--- src/design/sifhCfgPkg.sv ---
//********************
// Histogram engine configuration
// Timestamp, bin and counter widths
// Default frame geometry for the top level
//********************

`default_nettype none

package sifhCfgPkg;

    // Timestamp width in LSB codes
    localparam int NP = 8;

    // Bin index width, same for coarse and fine pass
    localparam int NB = 4;

    // Bins in one pixel histogram
    localparam int BINS = 2 ** NB;

    // Saturating bin counter width
    localparam int CNT_W = 8;

    // Pixel index field, room for up to 256 pixels
    localparam int PIX_W = 8;

    //********************
    // Default counts per acquisition and pass
    localparam int PIXELS_DEF = 4;
    localparam int SAMPLES_DEF = 4;
    localparam int ACQS_DEF = 2;

endpackage

`default_nettype wire

--- src/design/sifhTypesPkg.sv ---
//********************
// Histogram engine types
// Sample word with raw and coarse views
// Pass enumeration, bin update and peak entry
//********************

`default_nettype none

package sifhTypesPkg;

    //********************
    // Input sample

    // Coarse bin in the top bits, LSB remainder below
    typedef struct packed {
        logic [sifhCfgPkg::NB-1:0]                coarse;
        logic [sifhCfgPkg::NP-sifhCfgPkg::NB-1:0] lsb;
    } sampleSplit_t;

    // One timestamp word, read split in the coarse pass and raw in the fine pass
    typedef union packed {
        logic [sifhCfgPkg::NP-1:0] raw;
        sampleSplit_t              split;
    } sampleWord_u;

    //********************
    // Pipeline words

    // Histogram pass
    typedef enum logic {
        COARSE = 1'b0,
        FINE   = 1'b1
    } pass_e;

    // Increment request for one bin of one pixel
    typedef struct packed {
        logic                         valid;
        logic [sifhCfgPkg::PIX_W-1:0] pix;
        logic [sifhCfgPkg::NB-1:0]    bin;
    } binUpd_t;

    // Bin with its count
    typedef struct packed {
        logic [sifhCfgPkg::NB-1:0]    bin;
        logic [sifhCfgPkg::CNT_W-1:0] count;
    } peak_t;

endpackage

`default_nettype wire

--- src/design/sifhControl.sv ---
//********************
// Frame sequencer of the peak finder
// Sample, pixel and acquisition counters
// Pass FSM with drain, window latch, result and clear phases
//********************

`timescale 1ns/1ps
`default_nettype none

module sifhControl #(
    parameter int PIXELS  = sifhCfgPkg::PIXELS_DEF,
    parameter int SAMPLES = sifhCfgPkg::SAMPLES_DEF,
    parameter int ACQS    = sifhCfgPkg::ACQS_DEF
) (
    input  logic                         clk,
    input  logic                         combin_res,
    input  logic                         inValid,
    output logic                         inReady,
    input  logic                         outReady,
    output logic                         outValid,
    output logic                         accept,
    output sifhTypesPkg::pass_e          pass,
    output logic [sifhCfgPkg::PIX_W-1:0] pixIdx,
    output logic                         latchWin,
    output logic                         clear
);

    localparam int SMP_W = $clog2(SAMPLES + 1);
    localparam int ACQ_W = $clog2(ACQS + 1);

    // FSM encoding
    localparam logic [2:0] ST_ACCEPT = 3'd0;
    localparam logic [2:0] ST_DRAIN0 = 3'd1;
    localparam logic [2:0] ST_DRAIN1 = 3'd2;
    localparam logic [2:0] ST_WRAP   = 3'd3;
    localparam logic [2:0] ST_OUTPUT = 3'd4;
    localparam logic [2:0] ST_CLEAR  = 3'd5;

    logic [2:0]       state;
    logic [SMP_W-1:0] smpCnt;
    logic [ACQ_W-1:0] acqCnt;
    logic             smpLast;
    logic             pixLast;
    logic             acqLast;
    logic             lastAccept;

    //********************
    // Handshake and phase outputs

    // Samples taken only in the accept phase
    assign inReady = (state == ST_ACCEPT);
    assign accept = inValid && inReady;
    assign outValid = (state == ST_OUTPUT);

    // Window latched once the coarse peaks have settled
    assign latchWin = (state == ST_WRAP) && (pass == sifhTypesPkg::COARSE);
    // Histograms and peaks wiped between passes and after each result
    assign clear = latchWin || (state == ST_CLEAR);

    // Position in the frame
    assign smpLast = (smpCnt == SMP_W'(SAMPLES - 1));
    assign pixLast = (pixIdx == sifhCfgPkg::PIX_W'(PIXELS - 1));
    assign acqLast = (acqCnt == ACQ_W'(ACQS - 1));
    assign lastAccept = accept && smpLast && pixLast && acqLast;

    //********************
    // Frame counters

    // All three wrap to zero on the last sample of a pass
    always_ff @(posedge clk or negedge combin_res) begin
        if (!combin_res) begin
            smpCnt <= '0;
            pixIdx <= '0;
            acqCnt <= '0;
        end else if (accept) begin
            if (smpLast) begin
                smpCnt <= '0;
                if (pixLast) begin
                    pixIdx <= '0;
                    acqCnt <= acqLast ? '0 : acqCnt + 1'b1;
                end else begin
                    pixIdx <= pixIdx + 1'b1;
                end
            end else begin
                smpCnt <= smpCnt + 1'b1;
            end
        end
    end

    //********************
    // Pass FSM

    // Two drain cycles cover the filter and bank stages
    // Wrap cycle lets the peak table and result register settle
    always_ff @(posedge clk or negedge combin_res) begin
        if (!combin_res) begin
            state <= ST_ACCEPT;
            pass <= sifhTypesPkg::COARSE;
        end else begin
            case (state)
                ST_ACCEPT: begin
                    if (lastAccept) begin
                        state <= ST_DRAIN0;
                    end
                end
                ST_DRAIN0: state <= ST_DRAIN1;
                ST_DRAIN1: state <= ST_WRAP;
                ST_WRAP: begin
                    // Coarse pass goes straight on to the fine pass
                    if (pass == sifhTypesPkg::COARSE) begin
                        state <= ST_ACCEPT;
                        pass <= sifhTypesPkg::FINE;
                    end else begin
                        state <= ST_OUTPUT;
                    end
                end
                ST_OUTPUT: begin
                    // Result held until taken
                    if (outReady) begin
                        state <= ST_CLEAR;
                        pass <= sifhTypesPkg::COARSE;
                    end
                end
                ST_CLEAR: state <= ST_ACCEPT;
                default: state <= ST_ACCEPT;
            endcase
        end
    end

endmodule

`default_nettype wire

--- src/design/sampleFilter.sv ---
//********************
// Sample filter
// Coarse bin select or fine window test
// Registered bin update
//********************

`timescale 1ns/1ps
`default_nettype none

module sampleFilter #(
    parameter int PIXELS = sifhCfgPkg::PIXELS_DEF
) (
    input  logic                                  clk,
    input  logic                                  combin_res,
    input  logic                                  accept,
    input  sifhTypesPkg::pass_e                   pass,
    input  logic [sifhCfgPkg::PIX_W-1:0]          pixIdx,
    input  sifhTypesPkg::sampleWord_u             inData,
    input  logic [PIXELS*sifhCfgPkg::NP-1:0]      winLow,
    output sifhTypesPkg::binUpd_t                 upd
);

    logic [sifhCfgPkg::NP-1:0]    low;
    logic [sifhCfgPkg::NP-1:0]    offset;
    logic [sifhCfgPkg::NB-1:0]    binNext;
    logic                         inWin;
    logic                         updValid;
    logic [sifhCfgPkg::PIX_W-1:0] updPix;
    logic [sifhCfgPkg::NB-1:0]    updBin;

    // Window low edge of the pixel being sampled
    assign low = winLow[int'(pixIdx) * sifhCfgPkg::NP +: sifhCfgPkg::NP];

    always_comb begin
        // Distance from the low edge, no wrap since low never exceeds the top window
        offset = inData.raw - low;
        if (pass == sifhTypesPkg::COARSE) begin
            binNext = inData.split.coarse;
            inWin = 1'b1;
        end else begin
            binNext = offset[sifhCfgPkg::NB-1:0];
            // Inside when at or above low and less than one window away
            inWin = (inData.raw >= low) && (offset[sifhCfgPkg::NP-1:sifhCfgPkg::NB] == '0);
        end
    end

    // Update strobe
    always_ff @(posedge clk or negedge combin_res) begin
        if (!combin_res) begin
            updValid <= 1'b0;
        end else begin
            updValid <= accept && inWin;
        end
    end

    // Update payload
    always_ff @(posedge clk) begin
        updPix <= pixIdx;
        updBin <= binNext;
    end

    assign upd = '{valid: updValid, pix: updPix, bin: updBin};

endmodule

`default_nettype wire

--- src/design/histogramBank.sv ---
//********************
// Histogram bank for all pixels
// Bin counters with written flags
// Saturating increment and peak candidate
//********************

`timescale 1ns/1ps
`default_nettype none

module histogramBank #(
    parameter int PIXELS = sifhCfgPkg::PIXELS_DEF
) (
    input  logic                         clk,
    input  logic                         combin_res,
    input  logic                         clear,
    input  sifhTypesPkg::binUpd_t        upd,
    output sifhTypesPkg::peak_t          cand,
    output logic                         candValid,
    output logic [sifhCfgPkg::PIX_W-1:0] candPix
);

    localparam int DEPTH = PIXELS * sifhCfgPkg::BINS;
    localparam int ADDR_W = $clog2(DEPTH);

    // One counter per bin, pixel-major
    logic [sifhCfgPkg::CNT_W-1:0] binCnt [DEPTH];
    // Set once a bin has been written since the last clear
    logic [DEPTH-1:0]             written;

    logic [ADDR_W-1:0]            addr;
    logic [sifhCfgPkg::CNT_W-1:0] curCnt;
    logic [sifhCfgPkg::CNT_W-1:0] nextCnt;

    assign addr = ADDR_W'(int'(upd.pix) * sifhCfgPkg::BINS + int'(upd.bin));

    // Stale counters read as empty
    assign curCnt = written[addr] ? binCnt[addr] : '0;
    // Hold at full scale
    assign nextCnt = (&curCnt) ? curCnt : curCnt + 1'b1;

    //********************
    // Lazy clear

    // Whole bank emptied in one cycle by dropping the flags
    always_ff @(posedge clk or negedge combin_res) begin
        if (!combin_res) begin
            written <= '0;
        end else if (clear) begin
            written <= '0;
        end else if (upd.valid) begin
            written[addr] <= 1'b1;
        end
    end

    //********************
    // Read-modify-write

    always_ff @(posedge clk) begin
        if (upd.valid) begin
            binCnt[addr] <= nextCnt;
        end
    end

    // Candidate strobe
    always_ff @(posedge clk or negedge combin_res) begin
        if (!combin_res) begin
            candValid <= 1'b0;
        end else begin
            candValid <= upd.valid && !clear;
        end
    end

    // New count of the bin just hit
    always_ff @(posedge clk) begin
        cand.bin <= upd.bin;
        cand.count <= nextCnt;
        candPix <= upd.pix;
    end

endmodule

`default_nettype wire

--- src/design/peakTracker.sv ---
//********************
// Peak tracker
// Running maximum count and bin per pixel
//********************

`timescale 1ns/1ps
`default_nettype none

module peakTracker #(
    parameter int PIXELS = sifhCfgPkg::PIXELS_DEF
) (
    input  logic                                clk,
    input  logic                                combin_res,
    input  logic                                clear,
    input  sifhTypesPkg::peak_t                 cand,
    input  logic                                candValid,
    input  logic [sifhCfgPkg::PIX_W-1:0]        candPix,
    output sifhTypesPkg::peak_t [PIXELS-1:0]    peaks
);

    logic better;

    // Strictly greater only
    // An equal count never moves the peak, so the earliest bin wins a tie
    assign better = candValid && (cand.count > peaks[candPix].count);

    //********************
    // Peak table

    // Empty entry means bin 0 with count 0
    always_ff @(posedge clk or negedge combin_res) begin
        if (!combin_res) begin
            peaks <= '0;
        end else if (clear) begin
            peaks <= '0;
        end else if (better) begin
            peaks[candPix] <= cand;
        end
    end

endmodule

`default_nettype wire

--- src/design/windowCalc.sv ---
//********************
// Fine window placement
// Clamped low edge per pixel from the coarse peak
// Final peak codes for the result port
//********************

`timescale 1ns/1ps
`default_nettype none

module windowCalc #(
    parameter int PIXELS = sifhCfgPkg::PIXELS_DEF
) (
    input  logic                                clk,
    input  logic                                combin_res,
    input  logic                                latchWin,
    input  sifhTypesPkg::peak_t [PIXELS-1:0]    peaks,
    output logic [PIXELS*sifhCfgPkg::NP-1:0]    winLow,
    output logic [PIXELS*sifhCfgPkg::NP-1:0]    outPeaks
);

    // Half a coarse bin below the coarse peak start
    localparam int HALF = 2 ** (sifhCfgPkg::NB - 1);
    // Highest low edge that keeps the whole window in range
    localparam int MAX_LOW = 2 ** sifhCfgPkg::NP - 2 ** sifhCfgPkg::NB;

    logic [PIXELS*sifhCfgPkg::NP-1:0] lowNext;

    //********************
    // Low edge

    always_comb begin
        int startCode;
        int edgeLow;
        lowNext = '0;
        for (int p = 0; p < PIXELS; p++) begin
            // Start code of the coarse peak bin
            startCode = int'(peaks[p].bin) << (sifhCfgPkg::NP - sifhCfgPkg::NB);
            edgeLow = startCode - HALF;
            // Clamp to the code range
            if (edgeLow < 0) begin
                edgeLow = 0;
            end else if (edgeLow > MAX_LOW) begin
                edgeLow = MAX_LOW;
            end
            lowNext[p*sifhCfgPkg::NP +: sifhCfgPkg::NP] = sifhCfgPkg::NP'(edgeLow);
        end
    end

    // Held for the whole fine pass
    always_ff @(posedge clk or negedge combin_res) begin
        if (!combin_res) begin
            winLow <= '0;
        end else if (latchWin) begin
            winLow <= lowNext;
        end
    end

    //********************
    // Result codes

    // Low edge plus fine peak bin, one cycle behind the peak table
    always_ff @(posedge clk) begin
        for (int p = 0; p < PIXELS; p++) begin
            outPeaks[p*sifhCfgPkg::NP +: sifhCfgPkg::NP] <=
                winLow[p*sifhCfgPkg::NP +: sifhCfgPkg::NP] + sifhCfgPkg::NP'(peaks[p].bin);
        end
    end

endmodule

`default_nettype wire

--- src/design/sifhTop.sv ---
//********************
// Two-pass histogram peak finder
// Sequencer plus filter, bank, tracker and window stages
//********************

`timescale 1ns/1ps
`default_nettype none

module sifhTop #(
    parameter int PIXELS  = sifhCfgPkg::PIXELS_DEF,
    parameter int SAMPLES = sifhCfgPkg::SAMPLES_DEF,
    parameter int ACQS    = sifhCfgPkg::ACQS_DEF
) (
    input  logic                              clk,
    input  logic                              combin_res,
    input  logic                              inValid,
    output logic                              inReady,
    input  sifhTypesPkg::sampleWord_u         inData,
    output logic                              outValid,
    input  logic                              outReady,
    output logic [PIXELS*sifhCfgPkg::NP-1:0]  outPeaks
);

    // Sequencer controls
    logic                             accept;
    sifhTypesPkg::pass_e              pass;
    logic [sifhCfgPkg::PIX_W-1:0]     pixIdx;
    logic                             latchWin;
    logic                             clear;

    // Datapath between stages
    logic [PIXELS*sifhCfgPkg::NP-1:0] winLow;
    sifhTypesPkg::binUpd_t            upd;
    sifhTypesPkg::peak_t              cand;
    logic                             candValid;
    logic [sifhCfgPkg::PIX_W-1:0]     candPix;
    sifhTypesPkg::peak_t [PIXELS-1:0] peaks;

    //********************
    // Sequencer

    sifhControl #(
        .PIXELS  (PIXELS),
        .SAMPLES (SAMPLES),
        .ACQS    (ACQS)
    ) i_sifhControl (
        .clk        (clk),
        .combin_res (combin_res),
        .inValid    (inValid),
        .inReady    (inReady),
        .outReady   (outReady),
        .outValid   (outValid),
        .accept     (accept),
        .pass       (pass),
        .pixIdx     (pixIdx),
        .latchWin   (latchWin),
        .clear      (clear)
    );

    //********************
    // Datapath

    // Sample to bin update
    sampleFilter #(
        .PIXELS (PIXELS)
    ) i_sampleFilter (
        .clk        (clk),
        .combin_res (combin_res),
        .accept     (accept),
        .pass       (pass),
        .pixIdx     (pixIdx),
        .inData     (inData),
        .winLow     (winLow),
        .upd        (upd)
    );

    // Bin counting
    histogramBank #(
        .PIXELS (PIXELS)
    ) i_histogramBank (
        .clk        (clk),
        .combin_res (combin_res),
        .clear      (clear),
        .upd        (upd),
        .cand       (cand),
        .candValid  (candValid),
        .candPix    (candPix)
    );

    // Per-pixel maximum
    peakTracker #(
        .PIXELS (PIXELS)
    ) i_peakTracker (
        .clk        (clk),
        .combin_res (combin_res),
        .clear      (clear),
        .cand       (cand),
        .candValid  (candValid),
        .candPix    (candPix),
        .peaks      (peaks)
    );

    // Window edge and final codes
    windowCalc #(
        .PIXELS (PIXELS)
    ) i_windowCalc (
        .clk        (clk),
        .combin_res (combin_res),
        .latchWin   (latchWin),
        .peaks      (peaks),
        .winLow     (winLow),
        .outPeaks   (outPeaks)
    );

endmodule

`default_nettype wire

--- config.mk ---
export PLATFORM = sky130hd
export DESIGN_NAME = sifhTop
export DESIGN_NICKNAME = d
export VERILOG_FILES = /design/src/design/sifhCfgPkg.sv /design/src/design/sifhTypesPkg.sv /design/src/design/sifhControl.sv /design/src/design/sampleFilter.sv /design/src/design/histogramBank.sv /design/src/design/peakTracker.sv /design/src/design/windowCalc.sv /design/src/design/sifhTop.sv
export SDC_FILE = /design/constraint.sdc
export NUM_CORES = 1
export LEC_CHECK = 0
export BUFFER_PORTS_ARGS = -buffer_cell sky130_fd_sc_hd__clkbuf_2
export CELL_PAD_IN_SITES_DETAIL_PLACEMENT = 1
export CELL_PAD_IN_SITES_GLOBAL_PLACEMENT = 1
export CORE_AREA = 2 2 246 248
export DETAILED_ROUTE_END_ITERATION = 6
export DIE_AREA = 0 0 248 250
export PLACE_DENSITY = 0.84
export SETUP_SLACK_MARGIN = 0.02
export SLEW_MARGIN = 20
export SYNTH_ARGS = -nofsm -noshare
export SYNTH_HDL_FRONTEND = slang
export SYNTH_SLANG_ARGS = --single-unit
--- constraint.sdc ---
create_clock -name clk -period 9.71 [get_ports clk]
set_input_delay 0.971 -clock clk [delete_from_list [all_inputs] [get_ports clk]]
set_output_delay 0.971 -clock clk [all_outputs]
set_load 0.02 [all_outputs]
==> impl_metrics.prom <==
# TYPE chip_impl_metric gauge
chip_impl_metric{name="gr_usage_total",unit="%"} 29.3
chip_impl_info{name="worst_setup_path_start_kind",value="flip-flop"} 1
chip_impl_metric{name="dp.cells",unit=""} 2724
chip_impl_metric{name="netlist.area_leader.share",unit="%"} 52.1
chip_impl_metric{name="timing.critical_path.required",unit="ns"} 10.09
chip_impl_metric{name="max_cap_violations",unit=""} 0
chip_impl_metric{name="final_critical_path_setup_slack",unit="ns"} 3.67
chip_impl_metric{name="synth-xor-area-share",unit="%"} 0.683
chip_impl_metric{name="floorplan.die_area",unit="um^2"} 62000
chip_impl_info{name="root_driver",value="sky130_fd_sc_hd__clkbuf_16"} 1
chip_impl_metric{name="worst_ep_arrival_time",unit="ns"} 6.42
chip_impl_metric{name="numPortBuffers",unit=""} 45
chip_impl_metric{name="pin_count_of_the_biggest_net_entering_global_routing",unit=""} 88
chip_impl_metric{name="routed_wire_length_per_instance",unit="um"} 31.2
chip_impl_metric{name="die_width",unit="um"} 248
chip_impl_metric{name="maxClockFrequency",unit="GHz"} 0.165
chip_impl_metric{name="detail_route.iter0.violations",unit=""} 1977
chip_impl_metric{name="number_of_top_level_pins",unit=""} 46
chip_impl_metric{name="postCtsHoldBufs",unit=""} 0
chip_impl_metric{name="setup-violations-final",unit=""} 0
chip_impl_info{name="critPathKind",value="reg2reg"} 1
chip_impl_metric{name="fin_skew",unit="ns"} 0.0410
chip_impl_metric{name="cts.clk_slew.worst_paths",unit="ns"} 0.06
chip_impl_metric{name="placed_area",unit="um^2"} 30400
chip_impl_info{name="worst_setup_path_end_kind",value="flip-flop"} 1
chip_impl_metric{name="max_slew.worst_pin.slew",unit="ns"} 1.19
chip_impl_metric{name="clock-sinks",unit=""} 727
chip_impl_info{name="crit_top_cell",value="sky130_fd_sc_hd__buf_4"} 1
chip_impl_metric{name="timing.slew.headroom",unit="%"} 20.1
chip_impl_metric{name="drive_gt1_share",unit="%"} 16.8
chip_impl_metric{name="via_density_per_instance",unit=""} 6.45
chip_impl_metric{name="power.switching",unit="mW"} 2.14
chip_impl_metric{name="global_route.overflow_total",unit=""} 0
chip_impl_metric{name="syn-cell-area",unit="um^2"} 29500
chip_impl_metric{name="grt_pass1_vias",unit=""} 19700
chip_impl_metric{name="synth_seq_area_share",unit="%"} 69.2
chip_impl_metric{name="synthesized_instance_count",unit=""} 1981
chip_impl_metric{name="p_int",unit="mW"} 5.70
chip_impl_metric{name="antenna_cells",unit=""} 0
chip_impl_info{name="post_synth_most_frequent_cells",value="sky130_fd_sc_hd__edfxtp_1, sky130_fd_sc_hd__nor2_1, sky130_fd_sc_hd__dfrtp_1, sky130_fd_sc_hd__mux2i_1, sky130_fd_sc_hd__nand2_1"} 1
chip_impl_metric{name="synth_nets",unit=""} 2021
chip_impl_info{name="min-delay-path-class",value="reg2reg"} 1
chip_impl_metric{name="yosys.area_share.simple",unit="%"} 8.36
chip_impl_metric{name="avgSynthCellArea",unit="um^2"} 14.9
chip_impl_metric{name="post_synthesis_sequential_element_count",unit=""} 727
chip_impl_metric{name="final_hold_viol_count",unit=""} 0
chip_impl_metric{name="global_route_wire_length_before_repair",unit="um"} 132000
chip_impl_metric{name="power.static_leakage",unit="nW"} 12.0
chip_impl_metric{name="synth_edf_count",unit=""} 512
chip_impl_metric{name="floorplan.die.height",unit="um"} 250
chip_impl_info{name="tritoncts",value="done"} 1
chip_impl_metric{name="finish.cell_count_without_fillers",unit=""} 2864
chip_impl_metric{name="synthArstFlopShare",unit="%"} 20.8
chip_impl_info{name="synth.top_cells.by_area",value="sky130_fd_sc_hd__edfxtp_1, sky130_fd_sc_hd__dfrtp_1, sky130_fd_sc_hd__mux2i_1"} 1
chip_impl_info{name="synth_top_family_by_area",value="multiplexers"} 1
chip_impl_metric{name="critPathMaxFanout",unit=""} 49
chip_impl_metric{name="synthesis.yosys.warnings",unit=""} 0
chip_impl_info{name="synthFlopType",value="sky130_fd_sc_hd__edfxtp_1"} 1
chip_impl_metric{name="p_sw_share",unit="%"} 27.3
chip_impl_metric{name="largest_stage_delay_worst_path",unit="ns"} 0.89
chip_impl_metric{name="share_of_cell_area_taken_by_muxes_after_synthesis",unit="%"} 10.1
chip_impl_metric{name="sequentialPowerShare",unit="%"} 48.1
chip_impl_info{name="status",value="complete, no violations"} 1
chip_impl_metric{name="cts_made_buffers",unit=""} 75
chip_impl_metric{name="place_worst_setup_slack",unit="ns"} 3.92
chip_impl_metric{name="fraction_of_the_mapped_netlist_area_in_compound_gates",unit="%"} 7.58
chip_impl_metric{name="post_cts_buffers",unit=""} 0
chip_impl_metric{name="power.share.clock",unit="%"} 38.4
chip_impl_metric{name="core_region_area",unit="um^2"} 59600
chip_impl_info{name="synth_area_leader_cell",value="sky130_fd_sc_hd__edfxtp_1"} 1
chip_impl_info{name="worstSetupStartpoint",value="i_sampleFilter.updBin[0]"} 1
chip_impl_metric{name="period_minus_slack",unit="ns"} 6.04
chip_impl_metric{name="htree_levels",unit=""} 3
chip_impl_metric{name="totalWireLength",unit="um"} 89400
chip_impl_metric{name="effective_utilization_at_floorplan",unit="%"} 49.5
chip_impl_metric{name="finished_layout_cell_area",unit="um^2"} 33000
chip_impl_metric{name="final_nets",unit=""} 2059
chip_impl_info{name="rsz0062_at_grt",value="false"} 1
chip_impl_metric{name="min_period_over_period",unit="%"} 62.3
chip_impl_metric{name="detailed_place_hpwl",unit="um"} 55600
chip_impl_metric{name="adder_cell_share_of_the_synthesized_area",unit="%"} 1.19
chip_impl_info{name="min-delay-start",value="i_sampleFilter.updPix[7]"} 1
chip_impl_metric{name="final.setup.tns",unit="ns"} 0
chip_impl_metric{name="hold-worst-slack",unit="ns"} 0.325
chip_impl_metric{name="finalWeightedCongestion",unit=""} 0.941
chip_impl_metric{name="placementRows",unit=""} 90
chip_impl_metric{name="firstDrtPassIters",unit=""} 5
chip_impl_metric{name="slew_violations",unit=""} 0
chip_impl_metric{name="comb_power_share",unit="%"} 13.5
chip_impl_metric{name="area_growth_from_synthesis_to_final_layout",unit="%"} 11.8
chip_impl_info{name="r2r-start",value="i_sampleFilter.updBin[0]"} 1
chip_impl_metric{name="synth_unique_cells",unit=""} 85
chip_impl_metric{name="ctsResizeCount",unit=""} 0
chip_impl_metric{name="vdd_drop_max",unit="V"} 0.000168
chip_impl_info{name="timing.critical_path.cells",value="buf_4 > nand2b_1 > o22ai_1 > a22oi_1 > o2111ai_1 > or3_1 > and2_1 > ha_1 > and2_4 > nand4_4 > a21oi_4 > buf_4"} 1
chip_impl_metric{name="clock_tree.buffer_depth",unit=""} 3
chip_impl_metric{name="remaining_drc_errors",unit=""} 0
chip_impl_metric{name="postRouteAntennaNets",unit=""} 0
chip_impl_metric{name="post-layout-total-power",unit="mW"} 7.84
chip_impl_metric{name="ff2ff_setup_slack",unit="ns"} 3.67
chip_impl_info{name="cpMaxStageDelayCell",value="sky130_fd_sc_hd__a21oi_4"} 1
chip_impl_metric{name="worst_skew_pair.late_latency",unit="ns"} 0.64
chip_impl_info{name="post-synth-top-count-cell",value="sky130_fd_sc_hd__edfxtp_1"} 1
chip_impl_metric{name="finalCoreUtilization",unit="%"} 55.4
chip_impl_metric{name="route.vias.total",unit=""} 18500
chip_impl_metric{name="power.density",unit="nW/um^2"} 238
chip_impl_metric{name="antenna_found_initial",unit=""} 0
==> final timing paths <==
check,to,cells after the start
max in group asynchronous,i_histogramBank.written[61],2
worst max register to register,i_histogramBank.binCnt[50][2],12
worst max-delay path,i_histogramBank.binCnt[50][2],12
worst min register to register,i_histogramBank.candPix[7],0
min in group asynchronous,i_histogramBank.written[54],1
worst min-delay path,i_histogramBank.candPix[7],0
==> layout by cell type, fill, tap and decap left out, types with 12 or more instances in the layout <==
cell	instances
sky130_fd_sc_hd__a21oi_1	43
sky130_fd_sc_hd__a221oi_1	36
sky130_fd_sc_hd__a22oi_1	36
sky130_fd_sc_hd__and3_1	18
sky130_fd_sc_hd__buf_4	37
sky130_fd_sc_hd__clkbuf_1	15
sky130_fd_sc_hd__clkbuf_16	78
sky130_fd_sc_hd__clkbuf_2	44
sky130_fd_sc_hd__clkinv_2	13
sky130_fd_sc_hd__dfrtp_1	151
sky130_fd_sc_hd__dfxtp_1	61
sky130_fd_sc_hd__edfxtp_1	512
sky130_fd_sc_hd__ha_1	28
sky130_fd_sc_hd__inv_1	25
sky130_fd_sc_hd__mux2_2	38
sky130_fd_sc_hd__mux2i_1	130
sky130_fd_sc_hd__mux4_2	53
sky130_fd_sc_hd__nand2_1	73
sky130_fd_sc_hd__nand2b_1	15
sky130_fd_sc_hd__nand3_1	26
sky130_fd_sc_hd__nor2_1	255
sky130_fd_sc_hd__nor2_2	14
sky130_fd_sc_hd__nor2b_1	14
sky130_fd_sc_hd__nor3_1	12
sky130_fd_sc_hd__o21ai_0	47
sky130_fd_sc_hd__o22ai_1	29
sky130_fd_sc_hd__xnor2_1	14
==> layout make-up <==
cell class | instances | area [um^2]
fill | 5573 | 26600
inverter | 25 | 93.8
multi-input combinational | 1107 | 8380
clock buffer | 102 | 2130
sequential | 727 | 20400
timing repair buffer | 83 | 524
clock inverter | 38 | 435
tap | 782 | 978
==> sequential cells by signal (all words and copies together), names as in the netlist <==
signal / flops
i_windowCalc.winLow: 20
i_sampleFilter.updPix: 8
i_sifhControl.acqCnt: 2
i_sifhControl.smpCnt: 3
i_sampleFilter.updValid: 1
i_histogramBank.written: 64
i_histogramBank.candPix: 8
i_histogramBank.candValid: 1
i_sifhControl.pass: 1
i_peakTracker.peaks: 48
i_sampleFilter.updBin: 4
i_sifhControl.state: 3
i_sifhControl.pixIdx: 8
i_histogramBank.cand: 12
i_histogramBank.binCnt: 512
i_windowCalc.outPeaks: 32
==> per-layer routing <==
| layer | global-route usage (%) | share of wire, % |
|---|---|---|
| met4 | 12.9 | 4.3 |
| met1 | 38.0 | 38 |
| met5 | 0 | 0 |
| met3 | 5.54 | 8.3 |
| met2 | 48.0 | 49 |
==> worst max-delay path, delay by kind of cell (launching register included) <==
kind | cells | cell delay [ns]
adders and majority gates | 1 | 0.26
buffers and inverters | 2 | 1.02
and+or+nand+nor | 5 | 1.75
DFF | 1 | 0.80
AOI/OAI and AO/OA | 4 | 1.87
==> power by group through the flow <==
| stage | Clock [mW] | Combinational, mW | Sequential (mW) |
|---|---|---|---|
| 2_1_floorplan | 0 | 0.634 | 3.77 |
| 3_3_place_gp | 0 | 0.951 | 3.81 |
| 3_5_place_dp | 0 | 1.02 | 3.82 |
| 4_1_cts | 3.04 | 1.04 | 3.77 |
| 5_1_grt | 3.15 | 1.12 | 3.78 |
| 6_report | 3.01 | 1.06 | 3.77 |
==> logic make-up after synthesis <==
| logic type | Yosys count |
|---|---|
| compound gates | 312 |
| xor+xnor | 23 |
| fa+ha+maj | 28 |
| buf+inv | 147 |
| flops | 727 |
| mux | 227 |
| simple gates | 517 |
Power figures use the tool's default switching activity.
